File: config.mk
export PLATFORM = sky130hd
export DESIGN_NAME = hwpf_top
export DESIGN_NICKNAME = d
export VERILOG_FILES = /design/src/logic/hwpf_pkg.sv /design/src/logic/hwpf_req_if.sv /design/src/logic/hwpf_top.sv /design/src/logic/hwpf_stride_arb.sv /design/src/logic/hwpf_rr_arbiter.sv /design/src/logic/hwpf_stride_engine.sv
export SDC_FILE = /design/constraint.sdc
export NUM_CORES = 1
export LEC_CHECK = 0
export ABC_AREA = 1
export BUFFER_PORTS_ARGS = -buffer_cell sky130_fd_sc_hd__buf_2
export CELL_PAD_IN_SITES_DETAIL_PLACEMENT = 1
export CELL_PAD_IN_SITES_GLOBAL_PLACEMENT = 1
export CORE_ASPECT_RATIO = 0.5
export CORE_MARGIN = 3
export CORE_UTILIZATION = 38
export DETAILED_ROUTE_END_ITERATION = 6
export PLACE_DENSITY = 0.87
export SYNTH_ARGS = -nofsm -noshare
export SYNTH_HDL_FRONTEND = slang
export SYNTH_HIERARCHICAL = 1
export SYNTH_SLANG_ARGS = --single-unit
File: constraint.sdc
create_clock -name clk_i -period 3.2 [get_ports clk_i]
set_input_delay 0.16 -clock clk_i [delete_from_list [all_inputs] [get_ports clk_i]]
set_output_delay 0.16 -clock clk_i [all_outputs]
set_load 0.03 [all_outputs]
File: src/logic/hwpf_pkg.sv
// Stride prefetcher shared definitions
package hwpf_pkg;

    // Number of stride engines sharing the cache port
    localparam int NUM_HW_PREFETCH = 4;

    // Transaction id carries the engine index
    localparam int TID_W = $clog2(NUM_HW_PREFETCH);

    // Prefetch address width
    localparam int ADDR_W = 32;

    // Unsigned byte offset between lines
    localparam int STRIDE_W = 16;

    // Lines per program, up to 255
    localparam int COUNT_W = 8;

    // Outstanding requests allowed per engine
    localparam int MAX_INFLIGHT = 2;

    // Enough bits to hold 0..MAX_INFLIGHT
    localparam int INFL_W = 2;

    // Engine FSM
    //   IDLE  waiting for start
    //   ISSUE walking the address, requests still to send
    //   DRAIN all sent, waiting on responses
    typedef enum logic [1:0] {
        IDLE,
        ISSUE,
        DRAIN
    } hwpf_state_e;

endpackage
File: src/logic/hwpf_req_if.sv
// Engine to arbiter request link
`timescale 1ns/1ns

interface hwpf_req_if;
    import hwpf_pkg::*;

    // Request side, held stable until req_ready
    logic              req_valid;
    logic              req_ready;
    logic [ADDR_W-1:0] req_addr;

    // One-cycle strobe per returned response
    logic              rsp_valid;

    // Prefetcher end
    modport engine (
        output req_valid,
        output req_addr,
        input  req_ready,
        input  rsp_valid
    );

    // Arbiter end
    modport arbiter (
        input  req_valid,
        input  req_addr,
        output req_ready,
        output rsp_valid
    );

endinterface

File: src/logic/hwpf_top.sv
// Stride prefetcher bank top level
`timescale 1ns/1ns

module hwpf_top (
    input  logic                                                       clk_i,
    input  logic                                                       rst_n_i,

    // Engine programs
    input  logic [hwpf_pkg::NUM_HW_PREFETCH-1:0]                       start_i,
    input  logic [hwpf_pkg::NUM_HW_PREFETCH-1:0][hwpf_pkg::ADDR_W-1:0]   base_i,
    input  logic [hwpf_pkg::NUM_HW_PREFETCH-1:0][hwpf_pkg::STRIDE_W-1:0] stride_i,
    input  logic [hwpf_pkg::NUM_HW_PREFETCH-1:0][hwpf_pkg::COUNT_W-1:0]  count_i,

    // Engine status
    output logic [hwpf_pkg::NUM_HW_PREFETCH-1:0]                       busy_o,
    output logic [hwpf_pkg::NUM_HW_PREFETCH-1:0]                       done_o,

    // Data cache request port
    output logic                                                       dc_req_valid_o,
    input  logic                                                       dc_req_ready_i,
    output logic [hwpf_pkg::ADDR_W-1:0]                                dc_req_addr_o,
    output logic [hwpf_pkg::TID_W-1:0]                                 dc_req_tid_o,

    // Data cache response strobe
    input  logic                                                       dc_rsp_valid_i,
    input  logic [hwpf_pkg::TID_W-1:0]                                 dc_rsp_tid_i
);
    import hwpf_pkg::*;

    // One link per engine
    hwpf_req_if pf_if [NUM_HW_PREFETCH] ();

    // Engines side by side
    for (genvar g = 0; g < NUM_HW_PREFETCH; g++) begin : gen_engine
        hwpf_stride_engine u_engine (
            .clk_i    (clk_i),
            .rst_n_i  (rst_n_i),
            .start_i  (start_i[g]),
            .base_i   (base_i[g]),
            .stride_i (stride_i[g]),
            .count_i  (count_i[g]),
            .req      (pf_if[g]),
            .busy_o   (busy_o[g]),
            .done_o   (done_o[g])
        );
    end

    // Shared cache port
    hwpf_stride_arb u_arb (
        .clk_i          (clk_i),
        .rst_n_i        (rst_n_i),
        .pf             (pf_if),
        .dc_req_valid_o (dc_req_valid_o),
        .dc_req_ready_i (dc_req_ready_i),
        .dc_req_addr_o  (dc_req_addr_o),
        .dc_req_tid_o   (dc_req_tid_o),
        .dc_rsp_valid_i (dc_rsp_valid_i),
        .dc_rsp_tid_i   (dc_rsp_tid_i)
    );

endmodule

File: src/logic/hwpf_stride_arb.sv
// Prefetch request arbiter
`timescale 1ns/1ns

module hwpf_stride_arb (
    input  logic                         clk_i,
    input  logic                         rst_n_i,
    hwpf_req_if.arbiter                  pf [hwpf_pkg::NUM_HW_PREFETCH],
    output logic                         dc_req_valid_o,
    input  logic                         dc_req_ready_i,
    output logic [hwpf_pkg::ADDR_W-1:0]  dc_req_addr_o,
    output logic [hwpf_pkg::TID_W-1:0]   dc_req_tid_o,
    input  logic                         dc_rsp_valid_i,
    input  logic [hwpf_pkg::TID_W-1:0]   dc_rsp_tid_i
);
    import hwpf_pkg::*;

    // Flattened engine requests
    logic [NUM_HW_PREFETCH-1:0]             req_valid;
    logic [NUM_HW_PREFETCH-1:0][ADDR_W-1:0] req_addr;

    // One-hot grant, zero when nobody asks
    logic [NUM_HW_PREFETCH-1:0]             arb_gnt;

    // Per-engine wiring
    for (genvar g = 0; g < NUM_HW_PREFETCH; g++) begin : gen_port
        assign req_valid[g] = pf[g].req_valid;
        assign req_addr[g]  = pf[g].req_addr;

        // Granted engine sees ready straight from the cache
        assign pf[g].req_ready = arb_gnt[g] & dc_req_ready_i;

        // Response demux on the returned id
        assign pf[g].rsp_valid = dc_rsp_valid_i && (dc_rsp_tid_i == TID_W'(g));
    end

    hwpf_rr_arbiter u_rr_arbiter (
        .clk_i   (clk_i),
        .rst_n_i (rst_n_i),
        .req_i   (req_valid),
        .ready_i (dc_req_ready_i),
        .gnt_o   (arb_gnt)
    );

    // AND-OR mux on the one-hot grant, index doubles as tid
    always_comb begin : req_mux
        dc_req_addr_o = '0;
        dc_req_tid_o  = '0;
        for (int unsigned i = 0; i < NUM_HW_PREFETCH; i++) begin
            dc_req_addr_o = dc_req_addr_o | (req_addr[i] & {ADDR_W{arb_gnt[i]}});
            if (arb_gnt[i]) begin
                dc_req_tid_o = TID_W'(i);
            end
        end
    end

    // Any grant means a request is presented
    assign dc_req_valid_o = |arb_gnt;

endmodule

File: src/logic/hwpf_rr_arbiter.sv
// Round-robin grant unit
`timescale 1ns/1ns

module hwpf_rr_arbiter (
    input  logic                                clk_i,
    input  logic                                rst_n_i,
    input  logic [hwpf_pkg::NUM_HW_PREFETCH-1:0] req_i,
    input  logic                                ready_i,
    output logic [hwpf_pkg::NUM_HW_PREFETCH-1:0] gnt_o
);
    import hwpf_pkg::*;

    // Highest priority requester this cycle
    logic [TID_W-1:0] ptr_q;

    // Stalled winner keeps the grant until it transfers
    logic             hold_q;
    logic [TID_W-1:0] hold_idx_q;
    logic [TID_W-1:0] search_idx;

    // Winner of the current search
    logic [TID_W-1:0] win_idx;
    logic             found;

    // Held winner still requests, so searching from it keeps it granted
    assign search_idx = hold_q ? hold_idx_q : ptr_q;

    // First requester at or after the search start
    always_comb begin : pick
        int unsigned idx;

        gnt_o   = '0;
        win_idx = '0;
        found   = 1'b0;
        for (int unsigned off = 0; off < NUM_HW_PREFETCH; off++) begin
            idx = (search_idx + off) % NUM_HW_PREFETCH;
            if (!found && req_i[idx]) begin
                found        = 1'b1;
                gnt_o[idx]   = 1'b1;
                win_idx      = TID_W'(idx);
            end
        end
    end

    // Rotate past the winner, only on an actual transfer
    always_ff @(posedge clk_i) begin
        if (!rst_n_i) begin
            ptr_q      <= '0;
            hold_q     <= 1'b0;
            hold_idx_q <= '0;
        end else begin
            // Lock only while a presented request is stalled
            hold_q     <= found && !ready_i;
            hold_idx_q <= win_idx;
            if (ready_i && found) begin
                if (win_idx == TID_W'(NUM_HW_PREFETCH - 1)) begin
                    ptr_q <= '0;
                end else begin
                    ptr_q <= win_idx + TID_W'(1);
                end
            end
        end
    end

endmodule

File: src/logic/hwpf_stride_engine.sv
// Programmable stride prefetch engine
`timescale 1ns/1ns

module hwpf_stride_engine (
    input  logic                          clk_i,
    input  logic                          rst_n_i,
    input  logic                          start_i,
    input  logic [hwpf_pkg::ADDR_W-1:0]   base_i,
    input  logic [hwpf_pkg::STRIDE_W-1:0] stride_i,
    input  logic [hwpf_pkg::COUNT_W-1:0]  count_i,
    hwpf_req_if.engine                    req,
    output logic                          busy_o,
    output logic                          done_o
);
    import hwpf_pkg::*;

    // FSM
    hwpf_state_e         state_q;
    hwpf_state_e         state_d;

    // Program and walk state
    logic [ADDR_W-1:0]   addr_q;
    logic [STRIDE_W-1:0] stride_q;
    logic [COUNT_W-1:0]  remaining_q;
    logic [INFL_W-1:0]   inflight_q;

    // Events
    logic                accept_start;
    logic                has_credit;
    logic                fire;
    logic                last_req;

    // New program only taken in IDLE
    assign accept_start = (state_q == IDLE) && start_i;

    // Credit left for another request
    assign has_credit = inflight_q < INFL_W'(MAX_INFLIGHT);

    // Valid can only drop through a transfer, so it holds under stall
    assign req.req_valid = (state_q == ISSUE) && (remaining_q != '0) && has_credit;
    assign req.req_addr  = addr_q;

    assign fire     = req.req_valid && req.req_ready;
    assign last_req = fire && (remaining_q == COUNT_W'(1));

    // Next state
    always_comb begin
        state_d = state_q;
        case (state_q)
            IDLE: begin
                // Zero count skips issuing entirely
                if (start_i) begin
                    state_d = (count_i == '0) ? DRAIN : ISSUE;
                end
            end
            ISSUE: begin
                if (last_req) begin
                    state_d = DRAIN;
                end
            end
            DRAIN: begin
                // Back to idle once every response is in
                if (inflight_q == '0) begin
                    state_d = IDLE;
                end
            end
            default: begin
                state_d = IDLE;
            end
        endcase
    end

    // Control state
    always_ff @(posedge clk_i) begin
        if (!rst_n_i) begin
            state_q     <= IDLE;
            remaining_q <= '0;
            inflight_q  <= '0;
        end else begin
            state_q <= state_d;

            // Lines still to request
            if (accept_start) begin
                remaining_q <= count_i;
            end else if (fire) begin
                remaining_q <= remaining_q - COUNT_W'(1);
            end

            // Up on transfer, down on response, both may hit in one cycle
            inflight_q <= inflight_q + INFL_W'(fire) - INFL_W'(req.rsp_valid);
        end
    end

    // Address walk
    always_ff @(posedge clk_i) begin
        if (accept_start) begin
            addr_q   <= base_i;
            stride_q <= stride_i;
        end else if (fire) begin
            // Stride zero-extended, wraps at ADDR_W
            addr_q <= addr_q + {{(ADDR_W - STRIDE_W){1'b0}}, stride_q};
        end
    end

    // Status
    assign busy_o = (state_q != IDLE);

    // Single cycle, the one after the last response
    assign done_o = (state_q == DRAIN) && (inflight_q == '0);

endmodule

# Yosys cells after proc, flatten, opt, wreduce, memory -nomap -nowiden
# Index checks and enable logic that the tools add are counted.
dict set report totals {
  reg_bits 245
  output_inout_bits 43
  wordCells 237
}
dict set report op_classes {
  n_addsub 20
  order_cmp 12
  eq_ne 28
  mux 69
  bitwise_logic 14
  reduce_logical 71
}
# operator n
set ops {}
lappend ops {{2-to-1 mux 32 bit} 8}
lappend ops {{adder 32 x 16 -> 32 bit} 4}
lappend ops {{AND 32 bit} 4}
lappend ops {{OR 32 bit} 3}
lappend ops {{2-to-1 mux 8 bit} 8}
lappend ops {{2-to-1 mux 2 bit} 24}
lappend ops {{logical AND 1 bit} 37}
lappend ops {{equality test 8 x 1 -> 1 bit, second input constant} 4}
lappend ops {{zero test 8 bit} 4}
lappend ops {{nonzero test 8 bit} 4}
lappend ops {{subtractor 8 x 1 -> 8 bit, second input constant} 4}
lappend ops {{case mux 2 bit (3 select lines)} 4}
lappend ops {{zero test 2 bit} 9}
lappend ops {{2-to-1 mux 4 bit} 4}
lappend ops {{!= test 2 x 1 -> 1 bit, second input constant} 8}
lappend ops {{nonzero test 2 bit} 8}
lappend ops {{equality test 2 bit, second input constant} 7}
lappend ops {{2-to-1 mux 1 bit} 13}
lappend ops {{less-than comparator 2 x 3 -> 1 bit, second input constant} 4}
lappend ops {{OR 4 bit} 3}
lappend ops {{AND reduction 3 bit} 4}
lappend ops {{equality test 2 x 1 -> 1 bit, second input constant} 5}
lappend ops {{adder 2 x 1 -> 2 bit} 4}
lappend ops {{binary-select mux 1 bit (select 2 bit)} 4}
lappend ops {{other kinds (10)} 33}

# Logic depth before layout (Yosys ltp)
dict set report depth {
  depth_word 20
  ltp_mapped 25
  depth_no_buf 23
}

# Modules after synthesis
# Netlist, hierarchy kept.
# mod n_inst cells_per_inst area_each_um2 seq_area_each_um2
set by_module_without_submodules {}
lappend by_module_without_submodules {{hwpf_stride_engine (gen_engine[0].u_engine ...)} 3 594 4249.1 1681.6}
lappend by_module_without_submodules {{hwpf_stride_engine (gen_engine[3].u_engine)} 1 597 4255.3 1681.6}
lappend by_module_without_submodules {hwpf_stride_arb 1 326 1367.6 0.0}
lappend by_module_without_submodules {hwpf_rr_arbiter 1 113 694.4 100.1}

# Least setup slack after synthesis
# No wires, ideal clock.
dict set report synth_timing {
  path_type {register to register}
  startpoint {register gen_engine[3].u_engine.remaining_q[0]}
  endpoint {register gen_engine[0].u_engine.inflight_q[1]}
  setup_time_ns 0.125
  arrival_time_ns 3.170
  setup_slack_ns -0.095
  stages_incl_launch_ff 25
  period_less_slack_ns 3.295
  cell_sequence {dfxtp_1 > inv_1 > ha_1 > nand2_2 > nor2_2 > nor3_1 > inv_1 > nand3_1 > nand3_1 > nand2_1 > nand4_2 > clkinv_2 > nand2_1 > o211ai_1 > buf_4 > buf_6 > nand2_1 > inv_1 > nand2_4 > ha_1 > inv_1 > ha_1 > xor2_1 > o21ai_0 > a21oi_1}
}
dict set report synth_between {
  elab_chain_len 19
}
# element line_no
set synth_rtl {}
lappend synth_rtl {{from (decl)} hwpf_stride_engine.sv:24} ;# logic [COUNT_W-1:0] remaining_q;
lappend synth_rtl {{from (signal assigned)} hwpf_stride_engine.sv:84} ;# remaining_q <= count_i;
lappend synth_rtl {{from (signal assigned)} hwpf_stride_engine.sv:86} ;# remaining_q <= remaining_q - COUNT_W'(1);
lappend synth_rtl {{nonzero test 8 bit *} hwpf_stride_engine.sv:40} ;# assign req.req_valid = (state_q == ISSUE) && (remaining_q != '0) && has_credit;
lappend synth_rtl {{logical AND 1 bit * (2 in a row)} hwpf_stride_engine.sv:40}
lappend synth_rtl {{via pf_if[3].req_valid} hwpf_req_if.sv:8} ;# logic req_valid;
lappend synth_rtl {{binary-select mux 1 bit (select 2 bit)} hwpf_rr_arbiter.sv:37} ;# if (!found && req_i[idx]) begin
lappend synth_rtl {{2-to-1 mux 1 bit (implied by the code)} hwpf_rr_arbiter.sv:37}
lappend synth_rtl {{2-to-1 mux 1 bit} hwpf_rr_arbiter.sv:37}
lappend synth_rtl {{zero test 1 bit} hwpf_rr_arbiter.sv:37}
lappend synth_rtl {{logical AND 1 bit} hwpf_rr_arbiter.sv:37}
lappend synth_rtl {{[5 not listed]} n/a}
lappend synth_rtl {{logical AND 1 bit} hwpf_rr_arbiter.sv:37}
lappend synth_rtl {{2-to-1 mux 4 bit *} hwpf_rr_arbiter.sv:37}
lappend synth_rtl {{via u_arb.arb_gnt[0]} hwpf_stride_arb.sv:22} ;# logic [NUM_HW_PREFETCH-1:0] arb_gnt;
lappend synth_rtl {{AND 1 bit *} hwpf_stride_arb.sv:30} ;# assign pf[g].req_ready = arb_gnt[g] & dc_req_ready_i;
lappend synth_rtl {{via pf_if[0].req_ready} hwpf_req_if.sv:9} ;# logic req_ready;
lappend synth_rtl {{logical AND 1 bit *} hwpf_stride_engine.sv:43} ;# assign fire = req.req_valid && req.req_ready;
lappend synth_rtl {{adder 2 x 1 -> 2 bit *} hwpf_stride_engine.sv:90} ;# inflight_q <= inflight_q + INFL_W'(fire) - INFL_W'(req.rsp_valid);
lappend synth_rtl {{subtractor 2 x 1 -> 2 bit *} hwpf_stride_engine.sv:90}
lappend synth_rtl {{to (signal assigned)} hwpf_stride_engine.sv:90}
lappend synth_rtl {{to (decl)} hwpf_stride_engine.sv:25} ;# logic [INFL_W-1:0] inflight_q;
# Mark *: on every way through the listed nets, which the timed path passes. The rest lies on a longest branch. The select of a mux whose other input is x is not followed.
# A chain may end at the register's enable or synchronous reset.

# Worst setup path in the final report
dict set report layout_timing {
  startpoint {register gen_engine[2].u_engine.remaining_q[1]}
  endpoint {output port dc_req_addr_o[9] (netlist bit)}
}
# element line_no
set layout_rtl {}
lappend layout_rtl {{from (decl)} hwpf_stride_engine.sv:24}
lappend layout_rtl {{from (signal assigned)} hwpf_stride_engine.sv:84}
lappend layout_rtl {{from (signal assigned)} hwpf_stride_engine.sv:86}
lappend layout_rtl {{nonzero test 8 bit *} hwpf_stride_engine.sv:40}
lappend layout_rtl {{logical AND 1 bit * (2 in a row)} hwpf_stride_engine.sv:40}
lappend layout_rtl {{via pf_if[2].req_valid} hwpf_req_if.sv:8}
lappend layout_rtl {{binary-select mux 1 bit (select 2 bit)} hwpf_rr_arbiter.sv:37}
lappend layout_rtl {{2-to-1 mux 1 bit (implied by the code)} hwpf_rr_arbiter.sv:37}
lappend layout_rtl {{2-to-1 mux 1 bit} hwpf_rr_arbiter.sv:37}
lappend layout_rtl {{zero test 1 bit} hwpf_rr_arbiter.sv:37}
lappend layout_rtl {{logical AND 1 bit} hwpf_rr_arbiter.sv:37}
lappend layout_rtl {{[2 not listed]} n/a}
lappend layout_rtl {{logical AND 1 bit} hwpf_rr_arbiter.sv:37}
lappend layout_rtl {{2-to-1 mux 1 bit} hwpf_rr_arbiter.sv:37}
lappend layout_rtl {{zero test 1 bit} hwpf_rr_arbiter.sv:37}
lappend layout_rtl {{logical AND 1 bit} hwpf_rr_arbiter.sv:37}
lappend layout_rtl {{2-to-1 mux 4 bit *} hwpf_rr_arbiter.sv:37}
lappend layout_rtl {{via u_arb.arb_gnt[3]} hwpf_stride_arb.sv:22}
lappend layout_rtl {{AND 32 bit *} hwpf_stride_arb.sv:49} ;# dc_req_addr_o = dc_req_addr_o | (req_addr[i] & {ADDR_W{arb_gnt[i]}});
lappend layout_rtl {{OR 32 bit *} hwpf_stride_arb.sv:49}
lappend layout_rtl {{to (decl)} hwpf_top.sv:21} ;# output logic [hwpf_pkg::ADDR_W-1:0] dc_req_addr_o,
# Marked as above.

==> run_results.csv <==
group,metric,value,unit
route,wire_per_inst,28.36,um
clock_tree,clk_path_buf_depth,3,
logic_synthesis,yosys_warnings,6,
logic_synthesis,synth_edf_count,192,
clock_tree,clk_pin_slew,70,ps
place,portBuffers,276,
global_routing,grt_pass1_vias,25183,
logic_synthesis,synth_compound_gate_area_share,5.395,%
timing,slew-limit-headroom,30.44,%
route,vias,25335,
clock_tree,insertion_delay,600,ps
final_layout,postLayoutCellArea,0.02642,mm^2
global_routing,grt_pass1_wl,144700,um
route,drc,1,
route,drt_iter0_drc,3530,
critical_path,crit_path_end_kind,"output port",
logic_synthesis,netlist.area_leader.share,30.24,%
power,pwr_density_cell,1016,mW/mm^2
logic_synthesis,syn_area_per_cell,6.765,um^2
die,core,0.04907,mm^2
timing,finalMaxSlewViolations,0,
global_routing,antenna_found_initial,19,
final_layout,syn_to_final_growth,38.59,%
place,gp_congestion,0.9431,
logic_synthesis,synth-simple-area-share,40.89,%
logic_synthesis,synth_cells,2818,
final_layout,fin_nets,3746,
route,met3_length,15140,um
logic_synthesis,ys_ff_latch,245,
clock_tree,cts_made_buffers,27,
die,rows,57,
timing,finalCritPeriodShare,127.0,%
logic_synthesis,synth_top_family_by_area,"simple AND/OR/NAND/NOR gates",
timing,hold_violations,0,
power,vdd_drop_max,0.6244,mV
timing,setup-tns-final,-80470,ps
logic_synthesis,synth_cell_types,50,
logic_synthesis,yosysSeqAreaShare,35.81,%
route,drt-total-wl,116400,um
final_layout,drive_gt1_share,22.57,%
outcome,status,"finished, violations left",
power,leakage,0.01310,uW
timing,tightest_slew,1043,ps
clock_tree,cts.htree.levels,1,
route,routed-wl-met2,50340,um
die,initial_utilization,38.85,%
timing,fmax,246.1,MHz
logic_synthesis,synthFlopType,"edfxtp_1",
critical_path,worstSetupStartpointType,"register",
place,placed_cell_area,0.02168,mm^2
flow_run,maxCapViolations,0,
place,dpl.hpwl,57890,um
timing,setup_violations,213,
logic_synthesis,netlist_area,0.01906,mm^2
logic_synthesis,synth_adder_area_share,5.999,%
place,dpl_worst_slack,-259.0,ps
logic_synthesis,synthTopCellsByArea,"edfxtp_1 30%, nand2_1 22%, inv_1 7.7%, nand3_1 5.8%, ha_1 5.6%",
timing,min_period,4064,ps
timing,worst_slack,-863.5,ps
logic_synthesis,async_flop_share,0,%
timing,clock_skew,28.42,ps
clock_tree,cts_tree,"yes",
critical_path,crit_fanout,7,
timing,worst_hold_slack,28.81,ps
clock_tree,root_buffer,"clkbuf_16",
route,drt-pass1-iter-count,7,
critical_path,cp.arrival,3900,ps
route,maxUsedRoutingLayer,"met5",
global_routing,grt_max_degree,55,
final_layout,fin_util,53.85,%
logic_synthesis,yosys.area.top_type,"edfxtp_1",
hold_path,hp-class,"primary input to register",
critical_path,required,3040,ps
logic_synthesis,synth_common_cells,"1142 x nand2_1, 389 x inv_1, 222 x nor2_1",
outcome,violations,"DRC, setup timing",
critical_path,rrSetupSlack,-820,ps
global_routing,grt.total_usage,35.19,%
die,dieArea,0.05306,mm^2
die,pin_count,277,
route,wl_met1,37900,um
clock_tree,clock_sinks,245,
logic_synthesis,syn-num-nets,3141,
critical_path,crit_type,"register to output port",
timing,rsz0062_at_grt,"yes",
global_routing,overflow,0,
logic_synthesis,synth-xor-area-share,2.021,%
route,via_per_inst,6.173,
logic_synthesis,synth_mux_area_share,0,%
logic_synthesis,yosysMostFrequentCell,"nand2_1",
die,die_y,164.4,um
die,die_width,322.8,um
route,antenna_left,0,
==> where the power goes <==
part / total, uW / switching (uW) / internal (uW)
sequential: 5080 / 828 / 4260
clock: 3570 / 1710 / 1850
combinational: 18200 / 12000 / 6180
==> critical path, cell delays in order, from the launching register on <==
cell     delay [ps]
dfxtp_2         360
inv_2            60
ha_4            170
nand2_4         100
nor2_4           60
nor3_4          200
inv_1           150
nand3_2         160
nand3_1         180
nand2_4         220
nor3_4           80
buf_6           140
a21oi_4         220
nand2_8         150
buf_8           170
nand2_1         240
nand2_1         190
inv_2           170
nand2_2         110
buf_6           150
==> flip-flops by register name (all words and copies together), names as in the netlist <==
signal,count
gen_engine.u_engine/stride_q,64
u_arb/u_rr_arbiter/hold_idx_q,2
u_arb/u_rr_arbiter/hold_q,1
u_arb/u_rr_arbiter/ptr_q,2
gen_engine.u_engine/state_q,8
gen_engine.u_engine/req.req_addr,128
gen_engine.u_engine/inflight_q,8
gen_engine.u_engine/remaining_q,32
==> what timing repair did <==
action                                  4_1_cts  5_1_grt
hold buffers                                220        0
gates cloned                                  9        2
hold endpoints to repair                    220        0
buffers inserted                             30       10
endpoints found under the setup margin      171      181
resized for setup                           303       45
pin swaps                                    47       21
==> routing by layer <==
metal  global-route usage (%)  vias up
met3                    5.180     1008
li1                         -    10150
met2                    60.85     2210
met5                        0        -
met4                    26.65       32
met1                    39.81    11935
==> logic make-up after synthesis <==
group | count (synthesis)
compound gates | 186
xor+xnor | 44
fa+ha+maj | 89
buf+inv | 459
flops | 245
simple gates | 1795
==> cells in the final DEF (no fill, tap or decap), types with 5 or more instances in the layout <==
cell type and count:
nand2_1 1037, inv_1 349, buf_2 241, dlygate4sd3_1 220, nor2_1 218, nand3_1 209
edfxtp_1 192, nand2_2 108, buf_4 83, ha_1 76, a21oi_1 65, o21ai_0 63
buf_6 52, inv_2 51, nor3_1 50, dfxtp_1 44, nand2_4 35, clkbuf_16 31
or2_2 24, xor2_1 21, nand3b_1 19, xnor2_1 19, nor3_2 18, o21ai_1 17
buf_12 16, nand4_1 16, nor2_4 14, diode_2 12, inv_4 11, nand3_2 11
nor3_4 9, nor2_2 9, o21bai_1 9, dfxtp_2 9, buf_16 7, ha_4 7
or2_0 6, clkbuf_8 5, a21oi_2 5
==> layout make-up <==
cell class	count	area [um^2]
Clock inverter	11	91.34
Clock buffer	38	809.5
Sequential cell	245	6838
Fill cell	6249	22650
Antenna cell	12	30.03
Inverter	411	1572
Timing Repair Buffer	624	5225
Tap cell	649	812.0
Multi-Input combinational cell	2114	11040
==> path summary, 6_finish.rpt <==
check | to | depth (start not counted) | startpoint
worst max-delay path | dc_req_addr_o[9] | 19 | gen_engine[2].u_engine/remaining_q[1]$_SDFFE_PN0P_
worst min register to register | gen_engine[3].u_engine/remaining_q[7]$_SDFFE_PN0P_ | 2 | gen_engine[3].u_engine/remaining_q[7]$_SDFFE_PN0P_
worst max register to register | gen_engine[2].u_engine/inflight_q[1]$_SDFF_PN0_ | 25 | gen_engine[3].u_engine/remaining_q[1]$_SDFFE_PN0P_
worst min-delay path | gen_engine[1].u_engine/state_q[0]$_SDFFE_PN0P_ | 5 | start_i[1]
==> per-stage QoR <==
step	cells	total power [uW]
global placement	3775	15950
CTS	4081	23270
finish	4104	26840
global route	4099	27250
floorplan	2818	12250
detailed placement	3775	16300
No activity file was read; power rests on OpenSTA's default activity.
